==> src/verilog/i2c_bus_pkg.sv <==
package i2c_bus_pkg;

    // fixed upper nibble of the control byte
    localparam logic [3:0] device_code = 4'b1010;

    // control byte bit 0 value that selects a read
    localparam logic rw_read = 1'b1;

    // eight data bits plus the acknowledge slot
    localparam int bit_slots = 9;

    // single-cycle bus events plus the synchronized data level
    typedef struct packed {
        logic start;      // data falls while scl high
        logic stop;       // data rises while scl high
        logic scl_rise;
        logic scl_fall;
        logic data;       // synchronized data line level
    } bus_event_t;

endpackage

==> src/verilog/bus_sampler.sv <==
`timescale 1ns/100ps

module bus_sampler
(
    input  logic                    sda,
    input  logic                    reset,
    input  logic                    scl,
    input  logic                    data_in,
    output i2c_bus_pkg::bus_event_t ev
);

    logic [1:0] scl_sync;
    logic [1:0] data_sync;
    logic       scl_prev;
    logic       data_prev;

    // two-flop synchronizers, idle bus reads high
    always_ff @(posedge sda)
    begin
        if (reset)
        begin
            scl_sync  <= 2'b11;
            data_sync <= 2'b11;
            scl_prev  <= 1'b1;
            data_prev <= 1'b1;
        end
        else
        begin
            scl_sync  <= {scl_sync[0], scl};
            data_sync <= {data_sync[0], data_in};
            scl_prev  <= scl_sync[1];
            data_prev <= data_sync[1];
        end
    end

    // registered events, third cycle after the line change
    always_ff @(posedge sda)
    begin
        if (reset)
        begin
            ev <= '0;
        end
        else
        begin
            ev.start    <= scl_sync[1] & scl_prev & data_prev & ~data_sync[1];
            ev.stop     <= scl_sync[1] & scl_prev & ~data_prev & data_sync[1];
            ev.scl_rise <= scl_sync[1] & ~scl_prev;
            ev.scl_fall <= ~scl_sync[1] & scl_prev;
            ev.data     <= data_sync[1];
        end
    end

endmodule

==> config.mk <==
export PLATFORM = sky130hd
export DESIGN_NAME = bus_sampler
export DESIGN_NICKNAME = d
export VERILOG_FILES = /design/src/verilog/i2c_bus_pkg.sv /design/src/verilog/bus_sampler.sv
export SDC_FILE = /design/constraint.sdc
export NUM_CORES = 1
export LEC_CHECK = 0
export BUFFER_PORTS_ARGS = -buffer_cell sky130_fd_sc_hd__buf_2
export CAP_MARGIN = 15
export CELL_PAD_IN_SITES_DETAIL_PLACEMENT = 1
export CELL_PAD_IN_SITES_GLOBAL_PLACEMENT = 1
export CORE_AREA = 2 2 39 41
export CTS_CLUSTER_DIAMETER = 80
export CTS_CLUSTER_SIZE = 25
export DETAILED_ROUTE_END_ITERATION = 10
export DIE_AREA = 0 0 41 43
export PLACE_DENSITY = 0.49
export SYNTH_ARGS = -nofsm -noshare
export SYNTH_HDL_FRONTEND = slang
export SYNTH_SLANG_ARGS = --single-unit
==> constraint.sdc <==
create_clock -name sda -period 0.95 [get_ports sda]
set_input_delay 0.1425 -clock sda [delete_from_list [all_inputs] [get_ports sda]]
set_output_delay 0.1425 -clock sda [all_outputs]
set_load 0.01 [all_outputs]
After elaboration in Yosys (flattened, before gate mapping)

Index checks and enable logic that the tools add are counted.

Bitwise gates (word level): 11

Operator list:

| kind          | count |
|---|---|
| $and A1 B1 Y1 | 7 |
| $not A1 Y1    | 4 |

Flip-flop bits (word level): 11
Bits of input ports: 4
Output and inout bits: 5
Logic and storage cells: 20

Logic depth before layout (Yosys ltp)

Depth after elaboration: 3
Depth in mapped cells: 2
Gate-level depth less buffers: 2

Worst setup path after synthesis

Ideal clock, no wire load.

Kind: register to register
Start: reg scl_sync[1]
End: reg scl_prev
Setup time: 123 ps
Arrival time: 604 ps
Required time: 827 ps
Setup slack: 222 ps
Cell stages (with the launch flop): 2
Path buffers: 0
Clock period less this slack: 728 ps
Cells stage by stage: dfxtp_1 -> or2_2

RTL lines:

| item                   | RTL line          | RTL |
|---|---|---|
| from (decl)            | bus_sampler.sv:12 | `logic [1:0] scl_sync;` |
| from (signal assigned) | bus_sampler.sv:29 | `scl_sync <= {scl_sync[0], scl};` |
| to (signal assigned)   | bus_sampler.sv:31 | `scl_prev <= scl_sync[1];` |
| to (decl)              | bus_sampler.sv:14 | `logic scl_prev;` |

No word-level cell between the ends.

Worst setup path after layout

Start: reg ev[0] (netlist bit)
End: out ev[0] (netlist bit)

RTL lines:

| item        | RTL line         | RTL |
|---|---|---|
| from (decl) | bus_sampler.sv:9 | `output i2c_bus_pkg::bus_event_t ev` |

No word-level cell between the ends.

==> impl_summary.log <==
[metrics] kind of start point of the critical path: register
[metrics] share of power burned in combinational logic: 4.9%
[metrics] number of hold buffers added after cts: 0
[metrics] placeable core area: roughly 1400 sq um
[metrics] max_cap viols: 0
[metrics] aggregate global routing overflow: 0
[metrics] synthesized netlist cell count: 23
[metrics] Hold Vio Cnt, Final: 0
[metrics] most frequently used flop master after synthesis: sky130_fd_sc_hd__dfxtp_1
[metrics] Leakage: 0.0001828 uW
[metrics] worst-case clock buffer depth: 2
[metrics] number of nets in the finished design: 40
[metrics] total wirelength of the detailed-routed design: around 440 microns
[metrics] Global Route Usage Sum: about 6.8%
[metrics] fraction of the yosys area taken by sequential cells: 67.43%
[metrics] ranking of synthesized cells by instance count: 11 x sky130_fd_sc_hd__dfxtp_1, 6 x sky130_fd_sc_hd__or2_2, 2 x sky130_fd_sc_hd__nor3b_1, 2 x sky130_fd_sc_hd__nor3b_2
[metrics] total placed cells including tap cells: 47
[metrics] share of async-settable or async-resettable flops after synthesis: 0%
[metrics] largest family of logic cells by synthesized area: simple AND/OR/NAND/NOR gates
[metrics] cell area after synthesis: 326.6 sq um
[metrics] antenna-violating nets left: 0
[metrics] Sum Neg Setup Slack: 0 ns
[metrics] Max IR drop VDD: around 560 uV
[metrics] reported net switching power: 176.7 uW
[metrics] maximum number of pins on one net before global-route repair: 11
[metrics] buffer cell driving the clock tree root: sky130_fd_sc_hd__clkbuf_4
[metrics] post-synthesis mux area share: 0%
[metrics] setup repair after global routing missed its margin: false
[metrics] number of antenna violations at the first check in global routing: 0
[metrics] worst-path cell chain: buf_2
[metrics] Top Family by Delay on Critical Path: flip-flops
[metrics] depth of the CTS H-tree: 1
[metrics] clock network power share: 36.9%
[metrics] adder and majority cell fraction of the synthesized area: 0%
[metrics] post-CTS clock slew at the launch and capture registers of the worst setup and hold paths: 0.07 ns
[metrics] shortest clock period the worst path allows after layout: between 0.8 and 0.9 ns
[metrics] die width: 41 microns
[metrics] Filler Cells Inserted: 169
[metrics] number of max-slew violations in the final report: 0
[metrics] Period Utilization, post-route: about nine tenths
[metrics] standard cell with the maximum stage delay on the critical path: sky130_fd_sc_hd__dfxtp_1
[metrics] critical path start-end classification: reg2out
[metrics] floorplan die area: 1763 sq um
[metrics] DP Wirelength: 362.4 microns
[metrics] synthesized-area fraction occupied by and/or/nand/nor cells: about a third
[metrics] share of layout cells above drive strength 1: 62.86%
[metrics] later-pin clock latency in the skew report: 0.26 ns
[metrics] post-cts gate resize count: 0
[metrics] yosys warns: 0
[metrics] share of the synthesized area in the top cell type: 67.43%
[metrics] critical path data required time: 0.81 ns
[metrics] Post-synth EDFFs: 0
[metrics] count of endpoints failing setup in the final report: 0
[metrics] syn_nets: 27
[metrics] largest cells by area after synthesis: sky130_fd_sc_hd__dfxtp_1 67%, sky130_fd_sc_hd__or2_2 11%, sky130_fd_sc_hd__nor3b_2 7.7%
[metrics] # DRC: 0
[metrics] initial core utilization: around a quarter
[metrics] combined buffer and inverter count along the critical path: 1
[metrics] Pint: between 600 and 700 uW
[metrics] Final Worst Setup Slack: 0.1097 ns
[metrics] outcome: complete, no violations
[metrics] sequential power share: 58.2%
[metrics] total power: 834.2 uW
[metrics] wire length of the first global-routing pass: 745 microns
[metrics] longest individual stage delay on the worst path: 0.32 ns
[metrics] kind of end point of the critical path: output port
[metrics] class of the worst hold path: in2reg
[metrics] synthesized-area fraction occupied by ao, oa, aoi and oai cells: 0%
[metrics] vias in the first global route: 201
[metrics] count of vias placed by the detailed router: 193
[metrics] fraction of synthesized cell area in xor and xnor cells: 0%
[metrics] transition at the pin with the smallest max-transition slack: 0.1654 ns
[metrics] drt first pass iters: 1
[metrics] Worst slew margin: 88.95%
[metrics] highest achievable clock rate: 1.190 GHz
[metrics] post-place setup slack: around 0.20 ns
[metrics] detailed-route vias per instance: roughly 3.8
[metrics] FP Rows: 14
[metrics] clock tree sinks: 11
[metrics] worst endpoint data arrival time: 0.70 ns
[metrics] GP Congestion: 0.5731
[metrics] TritonCTS clock tree: done
[metrics] Inserted Clock Buffers: 3
[metrics] Iteration-0 DRC Markers: 0
[metrics] Cell Count, Final, Fillers Out: 51
[metrics] boundary pin count: 9
[metrics] number of distinct library cells after synthesis: 6
[metrics] per-cell routed wire length: 8.647 microns
[metrics] average size of a mapped cell: between 10 and 15 sq um
[metrics] switching power share of the total: 21.18%
[metrics] most instantiated library cell after synthesis: sky130_fd_sc_hd__dfxtp_1
[metrics] clock skew: 0.006681 ns
[metrics] Die Ht: 43 microns
[metrics] biggest area consumer among synthesized cells: sky130_fd_sc_hd__dfxtp_1
[metrics] number of antenna repair diodes: 0
[metrics] post-CTS setup buffer count: 0
[metrics] flip-flop and latch count after synthesis: 11
[metrics] largest fanout on the critical path: 1
[metrics] Area Overhead vs Synth: 26.82%
[metrics] number of port buffers: 8
[metrics] R2R setup slack: 0.20 ns
[metrics] power density relative to cell area: between 2000 and 2500 nW/um^2
[cell usage in the layout (no fill, tap or decap)]
| master | synthesis | layout |
|---|---|---|
| sky130_fd_sc_hd__nand3b_4 | 1 | 1 |
| sky130_fd_sc_hd__dfxtp_1 | 11 | 11 |
| sky130_fd_sc_hd__buf_2 | 0 | 8 |
| sky130_fd_sc_hd__clkinv_2 | 0 | 1 |
| sky130_fd_sc_hd__or2_2 | 6 | 6 |
| sky130_fd_sc_hd__clkbuf_4 | 0 | 3 |
| sky130_fd_sc_hd__nor3b_2 | 2 | 2 |
| sky130_fd_sc_hd__nor3b_1 | 2 | 2 |
| sky130_fd_sc_hd__and2b_2 | 1 | 1 |
[power by group through the flow]
stage | registers [uW] | logic (uW) | clock network [uW]
4_1_cts | 486 | 42.4 | 320
2_1_floorplan | 498 | 21.0 | 0
3_5_place_dp | 496 | 42.4 | 0
3_3_place_gp | 495 | 40.8 | 0
5_1_grt | 488 | 46.5 | 353
6_report | 485 | 41.1 | 308
[registers in the layout, summed over array words and instances, names as in the netlist]
name	cells
data_sync	2
data_prev	1
scl_prev	1
scl_sync	2
ev	5
[cell families after synthesis]
| family | Yosys count |
|---|---|
| flip-flops | 11 |
| AND/OR/NAND/NOR | 12 |
[per-layer routing]
metal | vias up | wire length, microns | global-route usage, %
met3 | 0 | 63 | 3.141
li1 | 98 | - | -
met5 | - | 0 | 0
met4 | 0 | 0 | 6.000
met2 | 9 | 210 | 10.00
met1 | 86 | 166 | 6.557
[through the flow]
stage	hold slack, ns	util, %	cell area, sq um
3_5_place_dp	0.3303	27.94	386.6
6_report	0.05748	29.93	414.1
3_3_place_gp	0.3266	27.94	386.6
4_1_cts	0.05271	29.93	414.1
5_1_grt	0.05330	29.93	414.1
2_1_floorplan	0.2183	-	326.6
[final cells by class]
class / count / area [sq um] / area share [%]
Tap cell: 16 / 20.02 / 4.834
Timing Repair Buffer: 8 / 40.04 / 9.668
Clock buffer: 3 / 22.52 / 5.438
Multi-Input combinational cell: 12 / 106.4 / 25.68
Clock inverter: 1 / 5.005 / 1.208
Sequential cell: 11 / 220.2 / 53.17
[final timing paths]
check            endpoint   startpoint  cells past startpoint
min          data_sync[0]      data_in                      2
min reg2reg   scl_sync[1]  scl_sync[0]                      1
max reg2reg      scl_prev  scl_sync[1]                      1
max                 ev[0]        ev[0]                      1
No activity file was read; power rests on OpenSTA's default activity.
