**src/verilog/i2c_bus_pkg.sv**
```systemverilog
package i2c_bus_pkg;

    // fixed upper nibble of the control byte
    localparam logic [3:0] device_code = 4'b1010;

    // control byte bit 0 value that selects a read
    localparam logic rw_read = 1'b1;

    // eight data bits plus the acknowledge slot
    localparam int bit_slots = 9;

    // single-cycle bus events plus the synchronized data level
    typedef struct packed {
        logic start;      // data falls while scl high
        logic stop;       // data rises while scl high
        logic scl_rise;
        logic scl_fall;
        logic data;       // synchronized data line level
    } bus_event_t;

endpackage

```
**src/verilog/byte_shifter.sv**
```systemverilog
`timescale 1ns/100ps

module byte_shifter
(
    input  logic                    sda,
    input  logic                    reset,
    input  i2c_bus_pkg::bus_event_t ev,
    input  logic                    load,
    input  logic [7:0]              tx_byte,
    output logic [7:0]              rx_byte,
    output logic                    tx_bit
);

    logic [7:0] rx_reg;
    logic [8:0] tx_reg;

    // msb first, taken on each scl rise
    always_ff @(posedge sda)
    begin
        if (ev.scl_rise)
            rx_reg <= {rx_reg[6:0], ev.data};
    end

    // Load always lands between the 8th rise and the fall into the
    // acknowledge slot. The pad bit on top is dropped by that fall, so the
    // acknowledge slot never consumes a data bit.
    always_ff @(posedge sda)
    begin
        if (reset)
        begin
            tx_reg <= '1;   // released line
        end
        else if (load)
        begin
            tx_reg <= {1'b1, tx_byte};
        end
        else if (ev.scl_fall)
        begin
            tx_reg <= {tx_reg[7:0], 1'b1};
        end
    end

    assign rx_byte = rx_reg;
    assign tx_bit  = tx_reg[8];

endmodule

```
**config.mk**
```make
export PLATFORM = sky130hd
export DESIGN_NAME = byte_shifter
export DESIGN_NICKNAME = d
export VERILOG_FILES = /design/src/verilog/i2c_bus_pkg.sv /design/src/verilog/byte_shifter.sv
export SDC_FILE = /design/constraint.sdc
export NUM_CORES = 1
export LEC_CHECK = 0
export ABC_AREA = 1
export ABC_CLOCK_PERIOD_IN_PS = 800
export BUFFER_PORTS_ARGS = -buffer_cell sky130_fd_sc_hd__buf_2
export CELL_PAD_IN_SITES_DETAIL_PLACEMENT = 2
export CELL_PAD_IN_SITES_GLOBAL_PLACEMENT = 2
export CORE_MARGIN = 2
export CORE_UTILIZATION = 24
export CTS_CLUSTER_SIZE = 16
export DETAILED_ROUTE_END_ITERATION = 16
export PLACE_DENSITY_LB_ADDON = 0.1
export RECOVER_POWER = 25
export SYNTH_ARGS = -nofsm -noshare
export SYNTH_HDL_FRONTEND = slang
export SYNTH_SLANG_ARGS = --single-unit
```
**constraint.sdc**
```tcl
create_clock -name sda -period 0.8 [get_ports sda]
set_clock_uncertainty 0.15 [all_clocks]
set_input_delay 0.16 -clock sda [delete_from_list [all_inputs] [get_ports sda]]
set_output_delay 0.16 -clock sda [all_outputs]
set_load 0.01 [all_outputs]
```
# ---- Word-level counts from Yosys, hierarchy flattened
# Cells that the tools add are included.
dict set report op_classes {
  muxes 2
  reduce_logical 2
}
# op count
set ops {}
lappend ops {{8-bit 2-to-1 mux} 2}
lappend ops {{2-bit nonzero test} 1}
lappend ops {{2-bit OR reduction} 1}
dict set report word_totals {
  reg_bits 17
  inputBits 16
  word_cells 7
}

# ---- Logic depth before layout (Yosys ltp)
dict set report depth {
  word_depth 2
  ltp_mapped 5
  mapped_depth_nobuf 4
}

# ---- Worst setup path before layout
# No wires, ideal clock.
dict set report synth_timing {
  path_type {register to register}
  from {register rx_reg[0] (netlist: rx_byte[0])}
  to {register rx_reg[1] (netlist: rx_byte[1]), data pin}
  setup_time_ns 0.288
  arrival_time_ns 0.403
  path_slack_ns -0.042
  path_stages_with_launch 1
  n_path_buf 0
  synth_period_minus_slack_ns 0.842
  cell_sequence {edfxtp_1}
}
# item line_no
set synth_lines {}
lappend synth_lines {{start, declared} byte_shifter.sv:14} ;# logic [7:0] rx_reg;
lappend synth_lines {{start signal, assigned} byte_shifter.sv:21} ;# rx_reg <= {rx_reg[6:0], ev.data};
# No word-level cell between the ends.

# ---- Worst setup path after layout
dict set report layout_timing {
  from {register rx_reg[2] (netlist: rx_byte[2])}
  to {output port rx_byte[2]}
}
# item line_no
set layout_lines {}
lappend layout_lines {{end, declared} byte_shifter.sv:10} ;# output logic [7:0] rx_byte,
# No word-level cell between the ends.

==> metrics.txt <==
# TYPE chip_impl_metric gauge
chip_impl_info{name="status",value="finished, violations left"} 1
chip_impl_info{name="violations",value="hold timing, setup timing"} 1
chip_impl_metric{name="worstPathRequired",unit="ns"} 0.49
chip_impl_metric{name="groute.usage.overall",unit=""} 0.112
chip_impl_info{name="critical_path.startpoint",value="rx_byte[2]"} 1
chip_impl_metric{name="muxShareOfSynthArea",unit=""} 0
chip_impl_metric{name="cellPowerDensity",unit="nW/µm²"} 1950
chip_impl_metric{name="gr-total-overflow",unit=""} 0
chip_impl_metric{name="detailed_route_via_count",unit=""} 531
chip_impl_metric{name="detailed_place.area",unit="µm²"} 790
chip_impl_metric{name="vias_per_inst",unit=""} 4.46
chip_impl_metric{name="cp_slowest_stage_delay",unit="ns"} 0.41
chip_impl_metric{name="largest_reg_flops",unit=""} 9
chip_impl_metric{name="post-place-cells",unit=""} 112
chip_impl_metric{name="met3RoutedLength",unit="µm"} 88
chip_impl_metric{name="clockBufferDepth",unit=""} 2
chip_impl_info{name="cts_root_buf",value="sky130_fd_sc_hd__clkbuf_4"} 1
chip_impl_metric{name="design_power_total",unit="mW"} 1.67
chip_impl_metric{name="drt_first_iter_violations",unit=""} 2
chip_impl_metric{name="seq_area_frac_synth",unit=""} 0.644
chip_impl_metric{name="drive_above_1_share",unit=""} 0.416
chip_impl_metric{name="pin_count_of_the_biggest_net_entering_global_routing",unit=""} 12
chip_impl_metric{name="post_layout_nonfiller_instances",unit=""} 119
chip_impl_metric{name="fp.dieW",unit="µm"} 56.2
chip_impl_metric{name="io-pin-count",unit=""} 25
chip_impl_metric{name="path_max_fanout",unit=""} 2
chip_impl_metric{name="hold_slack",unit="ns"} -0.110
chip_impl_metric{name="power.leakage",unit="nW"} 0.368
chip_impl_info{name="tritoncts",value="yes"} 1
chip_impl_metric{name="average_wire_length_per_cell_after_detail_routing",unit="µm"} 12.7
chip_impl_metric{name="start_util",unit=""} 0.259
chip_impl_metric{name="dp_hpwl",unit="µm"} 1090
chip_impl_metric{name="timing.final.max_slew_violations",unit=""} 0
chip_impl_info{name="rsz0062_at_grt",value="yes"} 1
chip_impl_metric{name="synth_nets",unit=""} 77
chip_impl_metric{name="wire_length_on_met1",unit="µm"} 675
chip_impl_metric{name="n_fill_cell",unit=""} 297
chip_impl_info{name="r2r_start",value="rx_byte[0]"} 1
chip_impl_metric{name="yosys.area_share.xor_xnor",unit=""} 0
chip_impl_metric{name="antenna_cells_inserted",unit=""} 0
chip_impl_info{name="crit_type",value="flip-flop to primary output"} 1
chip_impl_metric{name="post_syn_area_per_cell",unit="µm²"} 10.7
chip_impl_metric{name="layout.cell_area.non_filler",unit="µm²"} 857
chip_impl_metric{name="layout_setup_ws",unit="ns"} -0.358
chip_impl_metric{name="post_synth_instance_area",unit="µm²"} 653
chip_impl_metric{name="globalplace.congestion",unit=""} 0.631
chip_impl_metric{name="yosys.area_share.adder",unit=""} 0
chip_impl_info{name="highest_layer",value="met4"} 1
chip_impl_info{name="startpoint_type",value="flip-flop"} 1
chip_impl_metric{name="clkSlewWorstSetupHoldPaths",unit="ns"} 0.09
chip_impl_metric{name="vdd_drop_max",unit="V"} 0.00113
chip_impl_metric{name="final.min_clock_period",unit="ns"} 1.16
chip_impl_metric{name="clkSinkCount",unit=""} 17
chip_impl_info{name="layout_commonest_cell",value="sky130_fd_sc_hd__buf_2"} 1
chip_impl_metric{name="floorplan.die.height",unit="µm"} 56.2
chip_impl_metric{name="timing_hold_violations_final",unit=""} 8
chip_impl_metric{name="detailedRoute.firstPassIterationCount",unit=""} 4
chip_impl_metric{name="cts-htree-levels",unit=""} 1
chip_impl_metric{name="clock.fmax",unit="GHz"} 0.863
chip_impl_metric{name="syn-instance-count",unit=""} 61
chip_impl_info{name="cp_top_family",value="flip-flops"} 1
chip_impl_metric{name="port-buffer-count",unit=""} 22
chip_impl_metric{name="die_area",unit="µm²"} 3150
chip_impl_metric{name="floorplan.rows",unit=""} 18
chip_impl_metric{name="timing.critical_path.depth",unit=""} 1
chip_impl_metric{name="wl_met2",unit="µm"} 717
chip_impl_metric{name="first_global_vias",unit=""} 563
chip_impl_metric{name="worstRegToRegCells",unit=""} 1
chip_impl_metric{name="timing.setup.tns",unit="ns"} -3.27
chip_impl_metric{name="wire_length_of_the_first_global_routing_pass",unit="µm"} 2620
chip_impl_metric{name="final.period_utilization",unit=""} 1.45
chip_impl_metric{name="final-setup-viol-count",unit=""} 12
chip_impl_metric{name="wl",unit="µm"} 1510
chip_impl_info{name="layout.cells.most_common_list",value="20 x sky130_fd_sc_hd__buf_2, 14 x sky130_fd_sc_hd__nand3_1, 10 x sky130_fd_sc_hd__nand2_1, 8 x sky130_fd_sc_hd__a21oi_1, 8 x sky130_fd_sc_hd__edfxtp_1"} 1
chip_impl_metric{name="worst_slew_pin_slew",unit="ns"} 0.440
chip_impl_metric{name="syn_warnings",unit=""} 0
chip_impl_metric{name="drc_errors",unit=""} 0
chip_impl_metric{name="cp.buffers_inverters",unit=""} 1
chip_impl_metric{name="number_of_storage_elements_in_the_synthesis_netlist",unit=""} 17
chip_impl_metric{name="timing.reg2reg.setup_slack",unit="ns"} -0.11
chip_impl_info{name="critical_path.reg2reg.endpoint",value="rx_byte[1]"} 1
chip_impl_metric{name="clk_latency",unit="ns"} 0.29
chip_impl_info{name="crit_end",value="rx_byte[2]"} 1
chip_impl_metric{name="area.growth.synth_to_final",unit="%"} 31.2
chip_impl_metric{name="synth_simple_gate_area_share",unit=""} 0.216
chip_impl_metric{name="layout.nets",unit=""} 106
chip_impl_metric{name="worstPathArrival",unit="ns"} 0.85
chip_impl_metric{name="yosysUniqueCellTypes",unit=""} 12
chip_impl_metric{name="synth_compound_area_frac",unit=""} 0.0690
chip_impl_metric{name="antenna_found_initial",unit=""} 0
chip_impl_info{name="synth_top_family_by_area",value="simple AND/OR/NAND/NOR gates"} 1
chip_impl_info{name="critical-path-slowest-cell",value="sky130_fd_sc_hd__edfxtp_1"} 1
chip_impl_metric{name="max_cap_violations",unit=""} 0
chip_impl_metric{name="drtAntennaViolNets",unit=""} 0
chip_impl_info{name="timing.critical_path.to_type",value="primary output"} 1
chip_impl_metric{name="core_area",unit="µm²"} 2520
chip_impl_info{name="list_of_cells_traversed_by_the_critical_path",value="buf_2"} 1
chip_impl_metric{name="numCtsBuffers",unit=""} 3
chip_impl_metric{name="slew-limit-headroom",unit=""} 0.707
chip_impl_info{name="hold_path.class",value="input port to flip-flop"} 1
## power breakdown
part | internal, mW | total [mW] | switching, mW
Sequential | 0.974 | 1.00 | 0.0277
Clock | 0.194 | 0.457 | 0.263
Combinational | 0.0959 | 0.213 | 0.117
Total | 1.26 | 1.67 | 0.408
## how the worst min path moves through the flow
stage,to,start,cells after the start,slack [ns]
detailed placement,rx_byte[0],ev[0],1,0.19
global placement,rx_byte[0],ev[0],1,0.19
CTS,rx_byte[0],ev[0],1,-0.13
global route,rx_byte[0],ev[0],1,-0.15
floorplan,rx_byte[0],ev[0],0,0.11
finish,rx_byte[0],ev[0],1,-0.11
## cell type report
type	instances	area, µm²	share of cell area
Tap cell	30	37.5	0.0438
Sequential cell	17	423	0.493
Timing Repair Buffer	27	160	0.187
Multi-Input combinational cell	37	190	0.222
Clock buffer	4	26.3	0.0307
Inverter	4	20.0	0.0234
## per-stage QoR
| step | setup slack (ns) | util |
|---|---|---|
| 5_1_grt | -0.419 | 0.340 |
| 3_3_place_gp | -0.165 | 0.313 |
| 2_1_floorplan | -0.0417 | - |
| 3_5_place_dp | -0.169 | 0.313 |
| 6_report | -0.358 | 0.340 |
| 4_1_cts | -0.377 | 0.335 |
## layer usage
metal  track usage  up-vias
met2         0.166       13
met3        0.0512        4
li1              -      267
met1         0.137      247
met5             0        -
met4        0.0510        0
## cells by family after synthesis
kind of cell	Yosys count
and+or+nand+nor	28
AOI/OAI and AO/OA	9
buffers and inverters	7
DFF	17
## timing repair
action                     CTS  global route
hold endpoints to repair     8             8
gates resized for setup      4             2
pin swaps                    1             0
cloned                       0             0
setup endpoints to repair   11            18
buffers inserted             2             2
## synth_stat cells (all sizes together)
| cell | n | area (µm²) |
|---|---|---|
| nor2 | 1 | 11.3 |
| inv | 4 | 20.0 |
| nand3 | 15 | 80.1 |
| a21oi | 9 | 45.0 |
| dfxtp | 9 | 180 |
| nand2 | 12 | 50.1 |
| clkbuf | 1 | 3.75 |
| buf | 2 | 22.5 |
| edfxtp | 8 | 240 |
Note: power is estimated with default switching activity, not from simulation.
