<file path="config.mk">
export PLATFORM = sky130hd
export DESIGN_NAME = bit_counter
export DESIGN_NICKNAME = d
export VERILOG_FILES = /design/src/verilog/i2c_bus_pkg.sv /design/src/verilog/bit_counter.sv
export SDC_FILE = /design/constraint.sdc
export NUM_CORES = 1
export LEC_CHECK = 0
export ABC_AREA = 1
export BUFFER_PORTS_ARGS = -buffer_cell sky130_fd_sc_hd__buf_2
export CAP_MARGIN = 10
export CORE_AREA = 2 2 39 41
export DETAILED_ROUTE_END_ITERATION = 16
export DIE_AREA = 0 0 41 43
export SLEW_MARGIN = 25
export SYNTH_ARGS = -nofsm -noshare
export SYNTH_HDL_FRONTEND = slang
export SYNTH_SLANG_ARGS = --single-unit
export TNS_END_PERCENT = 20
</file>
<file path="constraint.sdc">
create_clock -name sda -period 1.3 [get_ports sda]
set_input_delay 0.065 -clock sda [delete_from_list [all_inputs] [get_ports sda]]
set_output_delay 0.065 -clock sda [all_outputs]
set_load 0.1 [all_outputs]
</file>
<file path="src/verilog/i2c_bus_pkg.sv">
package i2c_bus_pkg;

    // fixed upper nibble of the control byte
    localparam logic [3:0] device_code = 4'b1010;

    // control byte bit 0 value that selects a read
    localparam logic rw_read = 1'b1;

    // eight data bits plus the acknowledge slot
    localparam int bit_slots = 9;

    // single-cycle bus events plus the synchronized data level
    typedef struct packed {
        logic start;      // data falls while scl high
        logic stop;       // data rises while scl high
        logic scl_rise;
        logic scl_fall;
        logic data;       // synchronized data line level
    } bus_event_t;

endpackage

</file>
<file path="src/verilog/bit_counter.sv">
`timescale 1ns/100ps

module bit_counter
(
    input  logic                    sda,
    input  logic                    reset,
    input  i2c_bus_pkg::bus_event_t ev,
    output logic                    last_bit,
    output logic                    ack_slot
);

    logic [3:0] count;   // slot index 0..8 within the current byte

    always_ff @(posedge sda)
    begin
        if (reset || ev.start)
        begin
            count <= '0;
        end
        else if (ev.scl_rise)
        begin
            if (count == 4'(i2c_bus_pkg::bit_slots - 1))
                count <= '0;
            else
                count <= count + 1'b1;
        end
    end

    // 8th data bit is on the line until its rising edge
    assign last_bit = (count == 4'(i2c_bus_pkg::bit_slots - 2));

    // set from the 8th rise until the 9th rise
    assign ack_slot = (count == 4'(i2c_bus_pkg::bit_slots - 1));

endmodule

</file>
== Word level (Yosys, flattened, before mapping) ==
Index checks and enable logic that the tools add are counted.
Word-level totals
  register bits: 4
  input port bits: 7
  output and inout port bits: 2
  logic and storage cells: 6
Cells by class
  add/sub/neg operators: 1
  equal/unequal tests: 2
  mux-type cells: 1
  reduce and logical (&&, ||, !) cells: 1
Operators with widths (count)
  $add 4x1->4 const B: 1
  $eq 4x3->1 const B: 1
  $eq 4x4->1 const B: 1
  $mux 4: 1
  $logic_or 1x1->1: 1

== Longest topological paths before layout ==
Gate-level depths: netlist of the first run.
  depth in word-level cells: 2
  depth in mapped cells: 7
  mapped depth without buffers: 7

== Worst setup path before layout of the first run ==
OpenSTA, ideal clock, no wires.
  path type: flip-flop to output port
  start: register count[0]
  end: output last_bit
  data arrival time: 1.795 ns
  data required time: 1.235 ns
  slack: -0.560 ns
  stages on the path, launching flop included: 4
  path buffers: 0
  cell sequence: dfxtp_1 -> ha_1 -> nand2_1 -> nor2_1
On the way
  longest elaborated chain between the ends: 1
Ends and longest elaborated chain
  start, declared: line bit_counter.sv:12  | logic [3:0] count;
  start signal, assigned: line bit_counter.sv:25  | count <= count + 1'b1;
  $eq 4x3->1: line bit_counter.sv:30  | assign last_bit = (count == 4'(i2c_bus_pkg::bit_slots - 2));
  end, declared: line bit_counter.sv:8  | output logic last_bit,
Every way passes these cells.

== Worst setup path in the final report of the first run ==
  start: register count[1]
  end: output ack_slot
On the way
  longest elaborated chain between the ends: 1
Ends and longest elaborated chain
  $eq 4x4->1: line bit_counter.sv:33  | assign ack_slot = (count == 4'(i2c_bus_pkg::bit_slots - 1));
  end, declared: line bit_counter.sv:9  | output logic ack_slot
Every way passes these cells.

==> results.md, run 1 <==
- DR WL/cell: 8.14 microns
- Fin crit period: 1230 ps
- Fraction of layout cells with a size suffix above 1: 41.5%
- Crit-path max FO: 3
- Area Overhead vs Synth: 52.6%
- CTS Buf Count: 3
- Post-Route Skew: 4.09 ps
- # clock sinks: 4
- Initial Util: 15.8%
- DR iter-0 viols: 5
- Number of fill cells in the layout: 154
- Worst R2R Start: count[1]$_SDFFE_PP0P_
- Tightest Pin Transition: 210 ps
- Cells after Synth: 32
- Largest net degree at the start of global routing: 5
- Final Max Tran Viols: 0
- Worst Reg2Reg Path Length in Cells: 8
- Fin cells: 57
- First-pass GRT wire length: 759 microns
- Data required time at the worst endpoint: 1240 ps
- Leak: 0.138 nW
- Biggest regs: count x4
- CP peak stage delay: 330 ps
- Startpoint type of the worst setup path: register
- Register with the most flip-flops: count
- Status: finished, final reports clean
- Achievable Freq: 815 MHz
- RSZ-0062 raised after global routing: false
- Worst-Skew Late Latency: 240 ps
- Worst EP arrival: 1160 ps
- Die height: 43 microns
- Reg-to-Reg End: count[0]$_SDFFE_PP0P_
- Die ar.: 1760 sq um
- Critical-path cell list: inv_2 -> ha_1 -> nand2_1 -> nor2_4 -> buf_12
- Vias in the first global route: 180
- Chip width: 41 microns
- Critical path type: register to output port
- Max-Cap Viols: 0
- GP Congestion: 0.731
- TNS Setup: 0 ps
- Yosys reg bits: 4
- GRT Total Usage: 7.52%
- Reg clk slew, reported paths: 40 ps
- GR Overflow Total: 0
- Sequential fraction of the synthesis area: 36.6%
- Netlist cell types: 11
- Pwr Density: 929 nW/um^2
- Routed vias/inst: 3.79
- Longest Clk Path Bufs: 2
- Antenna Cells: 0
- Slowest stage cell, crit path: dfxtp_2
- # H-tree levels: 1
- FF-to-FF setup slack: 150 ps
- WHS Path Cells: 4
- Final worst path period share: 94.4%
- DP HPWL: 338 microns
- DRC violations left: 0
- Hold Path Origin: reset
- CTS root buffer: clkbuf_4
- Slew headroom: 86.0%
- CTS tree: yes
- Mapped Avg Cell Area: 6.84 sq um
- # nets final: 52
- Hold Vio Cnt, Final: 0
- Initial DRT Pass Iterations: 2
- Core area: 1380 sq um
- Max reg flops: 4
- # setup viols final: 0
- Antenna violations before repair: 0
- Hold endpoint: count[1]$_SDFFE_PP0P_
- # hold bufs at CTS: 0
- CP endpoint kind: output port
- Placed cells: 53
- Detail Route Antenna Nets: 0
- Vias: 216
- Syn Nets: 41
- Cell area after synthesis: 219 sq um
- Worst hold-check path type: input pin to register
- Max IR drop VDD: 0.243 mV
- I/O pin cnt: 9
- Rows: 14
- Total Wirelength: 464 microns
- YS warnings: 0
- IO Port Bufs: 5
## where the power goes
part,switching [mW],total [mW],internal [mW]
combinational,0.0116,0.0202,0.00862
clock,0.0566,0.160,0.104
sequential,0.00287,0.130,0.127
## worst max-delay path by stage
stage                                      from                     to  cells past startpoint
final                     count[1]$_SDFFE_PP0P_               ack_slot                      5
after global routing      count[1]$_SDFFE_PP0P_               ack_slot                      5
after CTS                 count[1]$_SDFFE_PP0P_               ack_slot                      5
after detailed placement  count[0]$_SDFFE_PP0P_  count[2]$_SDFFE_PP0P_                      7
after global placement    count[0]$_SDFFE_PP0P_  count[2]$_SDFFE_PP0P_                      7
after floorplan           count[0]$_SDFFE_PP0P_  count[2]$_SDFFE_PP0P_                      7
## layer usage
| metal | part of all wire, % | GRT usage, % | up-vias |
|---|---|---|---|
| met4 | 4.7 | 12.0 | 0 |
| met2 | 47 | 7.81 | 8 |
| met5 | 0 | 0 | - |
| met3 | 3.9 | 3.14 | 4 |
| li1 | - | - | 115 |
| met1 | 44 | 8.33 | 89 |
## cell usage in the layout, fill, tap and decap left out, drive strengths merged
cell	n
dfxtp	4
nor2	7
buf	6
xor2	1
nand2	11
inv	4
clkbuf	3
ha	2
o21ai	2
a21oi	1
## cell usage after synthesis
cell / count / area, sq um
ha_1: 2 / 25.0
o21ai_1: 1 / 5.00
dfxtp_1: 4 / 80.1
xor2_1: 1 / 8.76
nand2_2: 1 / 6.26
a21oi_1: 1 / 5.00
nor2_2: 2 / 12.5
nor2_1: 5 / 18.8
nand2_1: 10 / 37.5
o21ai_0: 1 / 5.00
inv_1: 4 / 15.0
## through the flow
step	hold slack (ps)	utilization [%]	cell area [sq um]	worst slack (ps)	power (mW)
floorplan	231	-	226	-152	0.142
finish	93.6	24.1	334	72.7	0.310
global route	113	24.1	334	14.4	0.338
detailed placement	350	21.8	302	235	0.151
CTS	96.2	23.4	324	52.1	0.315
global placement	342	21.8	302	240	0.150
## critical path, delay by kind of cell, from the launching register on
family	cells	cell delay, ps
adder cells (fa/ha/maj)	1	130
buffers and inverters	2	230
flip-flops	1	330
AND/OR/NAND/NOR	2	230
## final cells by class
class / instances / area, sq um / share of cell area, %
timing repair buffer: 6 / 62.6 / 18.7
clock buffer: 3 / 22.5 / 6.74
inverter: 4 / 15.0 / 4.49
tap: 16 / 20.0 / 5.99
sequential: 4 / 82.6 / 24.7
multi-input combinational: 24 / 131 / 39.3
## cells by family (layout without fill, tap and decap cells)
| family | count (synthesis) | after routing | share of synthesized area (%) |
|---|---|---|---|
| xor gates and xnor gates | 1 | 1 | 4.00 |
| AOI/OAI and AO/OA | 3 | 3 | 6.85 |
| and+or+nand+nor | 18 | 18 | 34.3 |
| adders and majority gates | 2 | 2 | 11.4 |
| DFF | 4 | 4 | 36.6 |
| buffers and inverters | 4 | 13 | 6.86 |
## repair_timing
action / in CTS / in global routing
endpoints found under the hold margin: 0 / 0
buffers inserted: 0 / 1
setup endpoints to repair: 0 / 2
resized for setup: 0 / 4
(Power assumes the default switching activity.)
==> run 2, diff against run 1 <==
Settings changed: CTS_CLUSTER_SIZE from default to 10, PLACE_DENSITY from default to 0.46.
==> run 2 against run 1 <==
- sequential cell count is the same
- largest cell class unchanged
- fmax shrank 0.17%
- final area grew 1.1%
- cell count is the same
- combinational power grew 3%
- critical path depth is the same
- sequential share of layout area shrank 0.65 points
- critical endpoint unchanged
- setup slack lost 2.1 ps
- routed wire length shrank 23%
- core utilization grew 0.27 points
- clock power shrank 9%
- register-to-register slack is essentially flat
- critical path type unchanged
==> results.md, run 2 (synthesis results as in run 1) <==
- Antenna violations before repair: 0
- Pwr Density: 873 nW/um^2
- Die height: 43 microns
- Biggest regs: count x4
- Post-Route Skew: 0.667 ps
- CP endpoint kind: output port
- # H-tree levels: 1
- Longest Clk Path Bufs: 2
- Startpoint type of the worst setup path: register
- Initial DRT Pass Iterations: 1
- Critical path type: register to output port
- IO Port Bufs: 5
- DR iter-0 viols: 0
- Worst-Skew Late Latency: 230 ps
- Crit-path max FO: 3
- Register with the most flip-flops: count
- Slew headroom: 86.2%
- Worst hold-check path type: input pin to register
- # hold bufs at CTS: 0
- Sequential power share: 43.8%
- First-pass GRT wire length: 579 microns
- Tightest Pin Transition: 206 ps
- Status: finished, final reports clean
- Leak: 0.137 nW
- GRT Total Usage: 5.32%
- Clock power frac: 49.1%
- Reg clk slew, reported paths: 30 ps
- Cell Area, Placed: 302 sq um
- Layout Utilization: 24.4%
- Area Overhead vs Synth: 54.3%
- Detail Route Antenna Nets: 0
- RSZ-0062 raised after global routing: false
- Hold Path Origin: reset
- Final worst path period share: 94.6%
- Final Max Tran Viols: 0
- Data required time at the worst endpoint: 1240 ps
- Fin Hold WS: 111 ps
- Die ar.: 1760 sq um
- Reg-to-Reg End: count[2]$_SDFFE_PP0P_
- Rows: 14
- Post-route cell area: 338 sq um
- Vias in the first global route: 167
- Combinational power share: 7.1%
- Largest net degree at the start of global routing: 5
- # nets final: 52
- CTS tree: yes
- Most common cell after layout, fill and taps aside: nand2_1
- DR WL/cell: 6.25 microns
- Initial Util: 15.8%
- Total Wirelength: 356 microns
- Vias: 202
- Setup ws final: 70.6 ps
- # setup viols final: 0
- Worst EP arrival: 1160 ps
- DRC violations left: 0
- Fin cells: 57
- Switch Pwr: 0.0564 mW
- Number of fill cells in the layout: 159
- I/O pin cnt: 9
- TNS Setup: 0 ps
- Max IR drop VDD: 0.301 mV
- Fraction of layout cells with a size suffix above 1: 41.5%
- CTS root buffer: clkbuf_4
- Max reg flops: 4
- Antenna Cells: 0
- Pre-CTS setup slack: 240 ps
- Routed vias/inst: 3.54
- GR Overflow Total: 0
- Max-Cap Viols: 0
- Pint: 0.239 mW
- Placed cells: 53
- CTS Buf Count: 3
- # clock sinks: 4
- DP HPWL: 312 microns
- Worst Reg2Reg Path Length in Cells: 8
- Fin crit period: 1230 ps
- Total power: 0.295 mW
- FF-to-FF setup slack: 150 ps
- Hold endpoint: count[1]$_SDFFE_PP0P_
- Most frequent cells in the layout: nand2_1, nor2_1
- Chip width: 41 microns
- Sw frac: 19.1%
- Hold Vio Cnt, Final: 0
- Worst R2R Start: count[0]$_SDFFE_PP0P_
- GP Congestion: 0.643
- WHS Path Cells: 4
- Core area: 1380 sq um
- Achievable Freq: 813 MHz
## run 2: cell counts in the layout (fill, tap and decap cells not counted)
No cell type changed its count.
## run 2: what timing repair did
item                                    4_1_cts  5_1_grt
endpoints found under the setup margin        0        1
hold endpoints to repair                      0        0
resized for setup                             0        4
buffers inserted                              0        1
## run 2: worst max-delay path by stage
stage,start,slack (ps),cells past startpoint,endpoint
2_1_floorplan,count[0]$_SDFFE_PP0P_,-150,7,count[2]$_SDFFE_PP0P_
3_3_place_gp,count[0]$_SDFFE_PP0P_,240,7,count[2]$_SDFFE_PP0P_
3_5_place_dp,count[0]$_SDFFE_PP0P_,240,7,count[2]$_SDFFE_PP0P_
4_1_cts,count[0]$_SDFFE_PP0P_,70,5,ack_slot
5_1_grt,count[0]$_SDFFE_PP0P_,4,5,ack_slot
6_report,count[0]$_SDFFE_PP0P_,70,5,ack_slot
## run 2: layer usage
layer / vias to the layer above / global-route usage [%] / part of all wire, %
met5: - / 0 / 0
met4: 0 / 6.00 / 0
met3: 0 / 3.14 / 9.0
met2: 6 / 6.25 / 43
met1: 81 / 5.79 / 48
li1: 115 / - / -
## run 2: power by group through the flow
stage	registers, mW	clock network [mW]	logic, mW
finish	0.129	0.145	0.0209
global route	0.130	0.166	0.0250
CTS	0.129	0.154	0.0204
detailed placement	0.130	0	0.0204
global placement	0.130	0	0.0203
floorplan	0.130	0	0.0122
## run 2: layout make-up
cell class	instances	area, sq um	share of cell area [%]
clock buffers	3	22.5	6.67
well taps	16	20.0	5.93
inverters	4	15.0	4.44
multi-input cells	24	136	40.4
repair buffers	6	62.6	18.5
flip-flops and latches	4	81.3	24.1
## run 2: worst max-delay path: stages, from the launching register on
cell,delay [ps]
dfxtp_1,310
inv_1,70
ha_2,170
nand2_2,60
nor2_4,140
buf_12,180
==> run 3, diff against run 2 <==
Settings changed: BUFFER_PORTS_ARGS -buffer_cell sky130_fd_sc_hd__buf_2 to -buffer_cell sky130_fd_sc_hd__buf_4, CTS_BUF_LIST from default to sky130_fd_sc_hd__clkbuf_16.
==> run 3 against run 2 <==
- register-to-register slack better by 70 ps
- combinational power grew 8%
- global-route usage grew 1.5 points
- clock power grew to 3.3 times the previous value
- die area is the same
- clock skew up 0.54 ps
- largest power group unchanged
==> results.md, run 3 (synthesis results as in run 1) <==
- Status: finished, final reports clean
- # H-tree levels: 1
- DP HPWL: 321 microns
- CTS Buf Count: 3
- Initial Util: 15.8%
- Largest net degree at the start of global routing: 5
- # setup viols final: 0
- IO Port Bufs: 5
- First-pass GRT wire length: 731 microns
- Chip width: 41 microns
- Final Max Tran Viols: 0
- Fraction of layout cells with a size suffix above 1: 30.0%
- Slowest stage cell, crit path: dfxtp_1
- Detail Route Antenna Nets: 0
- Crit-path max FO: 3
- Total Wirelength: 418 microns
- Startpoint type of the worst setup path: register
- Reg clk slew, reported paths: 30 ps
- Biggest regs: count x4
- Fin cells: 56
- # hold bufs at CTS: 0
- CTS tree: yes
- Die height: 43 microns
- Most frequent cells in the layout: nand2_1, inv_1, nor2_1, dfxtp_1
- Crit path depth: 5
- DRC violations left: 0
- Post-CTS setup buffer count: 0
- Data required time at the worst endpoint: 1240 ps
- # clock sinks: 4
- Number of fill cells in the layout: 156
- WHS Path Cells: 4
- Hold Path Origin: reset
- CTS root buffer: clkbuf_16
- Worst R2R Start: count[0]$_SDFFE_PP0P_
- Top cell family by delay on the critical path: flip-flops
- Worst-Skew Late Latency: 220 ps
- Worst EP arrival: 1170 ps
- Final worst path period share: 94.9%
- Tightest Pin Transition: 196 ps
- Max-Cap Viols: 0
- Fin crit period: 1230 ps
- Slew headroom: 86.9%
- Core area: 1380 sq um
- Critical-path cell list: inv_1 -> ha_1 -> nand2_1 -> nor2_4 -> buf_12
- GP Congestion: 0.612
- GRT Total Usage: 6.82%
- Vias in the first global route: 201
- Worst Reg2Reg Path Length in Cells: 7
- Worst hold-check path type: input pin to register
- DR iter-0 viols: 0
- Die ar.: 1760 sq um
- CP endpoint kind: output port
- FF-to-FF setup slack: 220 ps
- Leak: 0.157 nW
- Area Overhead vs Synth: 71.4%
- Register with the most flip-flops: count
- Post-Route Skew: 1.20 ps
- CP peak stage delay: 350 ps
- Total power: 0.624 mW
- Initial DRT Pass Iterations: 1
- # nets final: 51
- RSZ-0062 raised after global routing: false
- Longest Clk Path Bufs: 2
- Antenna Cells: 0
- GR Overflow Total: 0
- Critical path buffer and inverter count: 2
- Critical path type: register to output port
- Placed cells: 53
- DR WL/cell: 7.46 microns
- Max IR drop VDD: 0.579 mV
- Most common cell after layout, fill and taps aside: nand2_1
- Setup ws final: 66.8 ps
- Max reg flops: 4
- Hold Vio Cnt, Final: 0
- Pre-CTS setup slack: 235 ps
- Rows: 14
- Pwr Density: 1660 nW/um^2
- Reg-to-Reg End: count[3]$_SDFFE_PP0P_
- I/O pin cnt: 9
- Vias: 195
- Hold endpoint: count[1]$_SDFFE_PP0P_
- Antenna violations before repair: 0
- Routed vias/inst: 3.48
- Achievable Freq: 811 MHz
-- run 3: what timing repair did --
action                     4_1_cts  5_1_grt
gates resized for setup          1        3
setup endpoints to repair        1        2
pin swaps                        0        0
-- run 3: layer usage --
layer | part of all wire [%] | global-route usage [%]
met2 | 46 | 8.44
met3 | 8.1 | 3.14
met4 | 0 | 8.00
met5 | 0 | 0
met1 | 46 | 7.37
-- run 3: worst max-delay path by stage --
| stage | from | endpoint |
|---|---|---|
| global route | count[1]$_SDFFE_PP0P_ | ack_slot |
| detailed placement | count[1]$_SDFFE_PP0P_ | ack_slot |
| floorplan | count[0]$_SDFFE_PP0P_ | count[2]$_SDFFE_PP0P_ |
| finish | count[0]$_SDFFE_PP0P_ | ack_slot |
| CTS | count[0]$_SDFFE_PP0P_ | last_bit |
| global placement | count[0]$_SDFFE_PP0P_ | ack_slot |
-- run 3: cell type report --
cell class	count	area [sq um]	share of cell area (%)
flip-flops and latches	4	80.1	21.3
well taps	16	20.0	5.33
clock buffers	3	75.1	20.0
multi-input cells	24	131	35.0
inverters	4	15.0	4.00
repair buffers	5	53.8	14.3
-- run 3: through the flow --
step / hold slack [ps] / cell area (sq um) / setup TNS, ps / util, %
after floorplan: 231 / 226 / -552 / -
after global placement: 354 / 284 / 0 / 20.5
after detailed placement: 355 / 284 / 0 / 20.5
after CTS: 124 / 363 / 0 / 26.2
after global routing: 167 / 375 / 0 / 27.1
final: 126 / 375 / 0 / 27.1
-- run 3: worst min-delay path, stage by stage --
cell,delay (ps)
buf_4,80
nor2_1,40
o21ai_0,70
a21oi_1,40
-- run 3: where the power goes --
| group | switching (mW) | internal [mW] |
|---|---|---|
| clock | 0.0804 | 0.392 |
| combinational | 0.0115 | 0.0111 |
| sequential | 0.00254 | 0.127 |
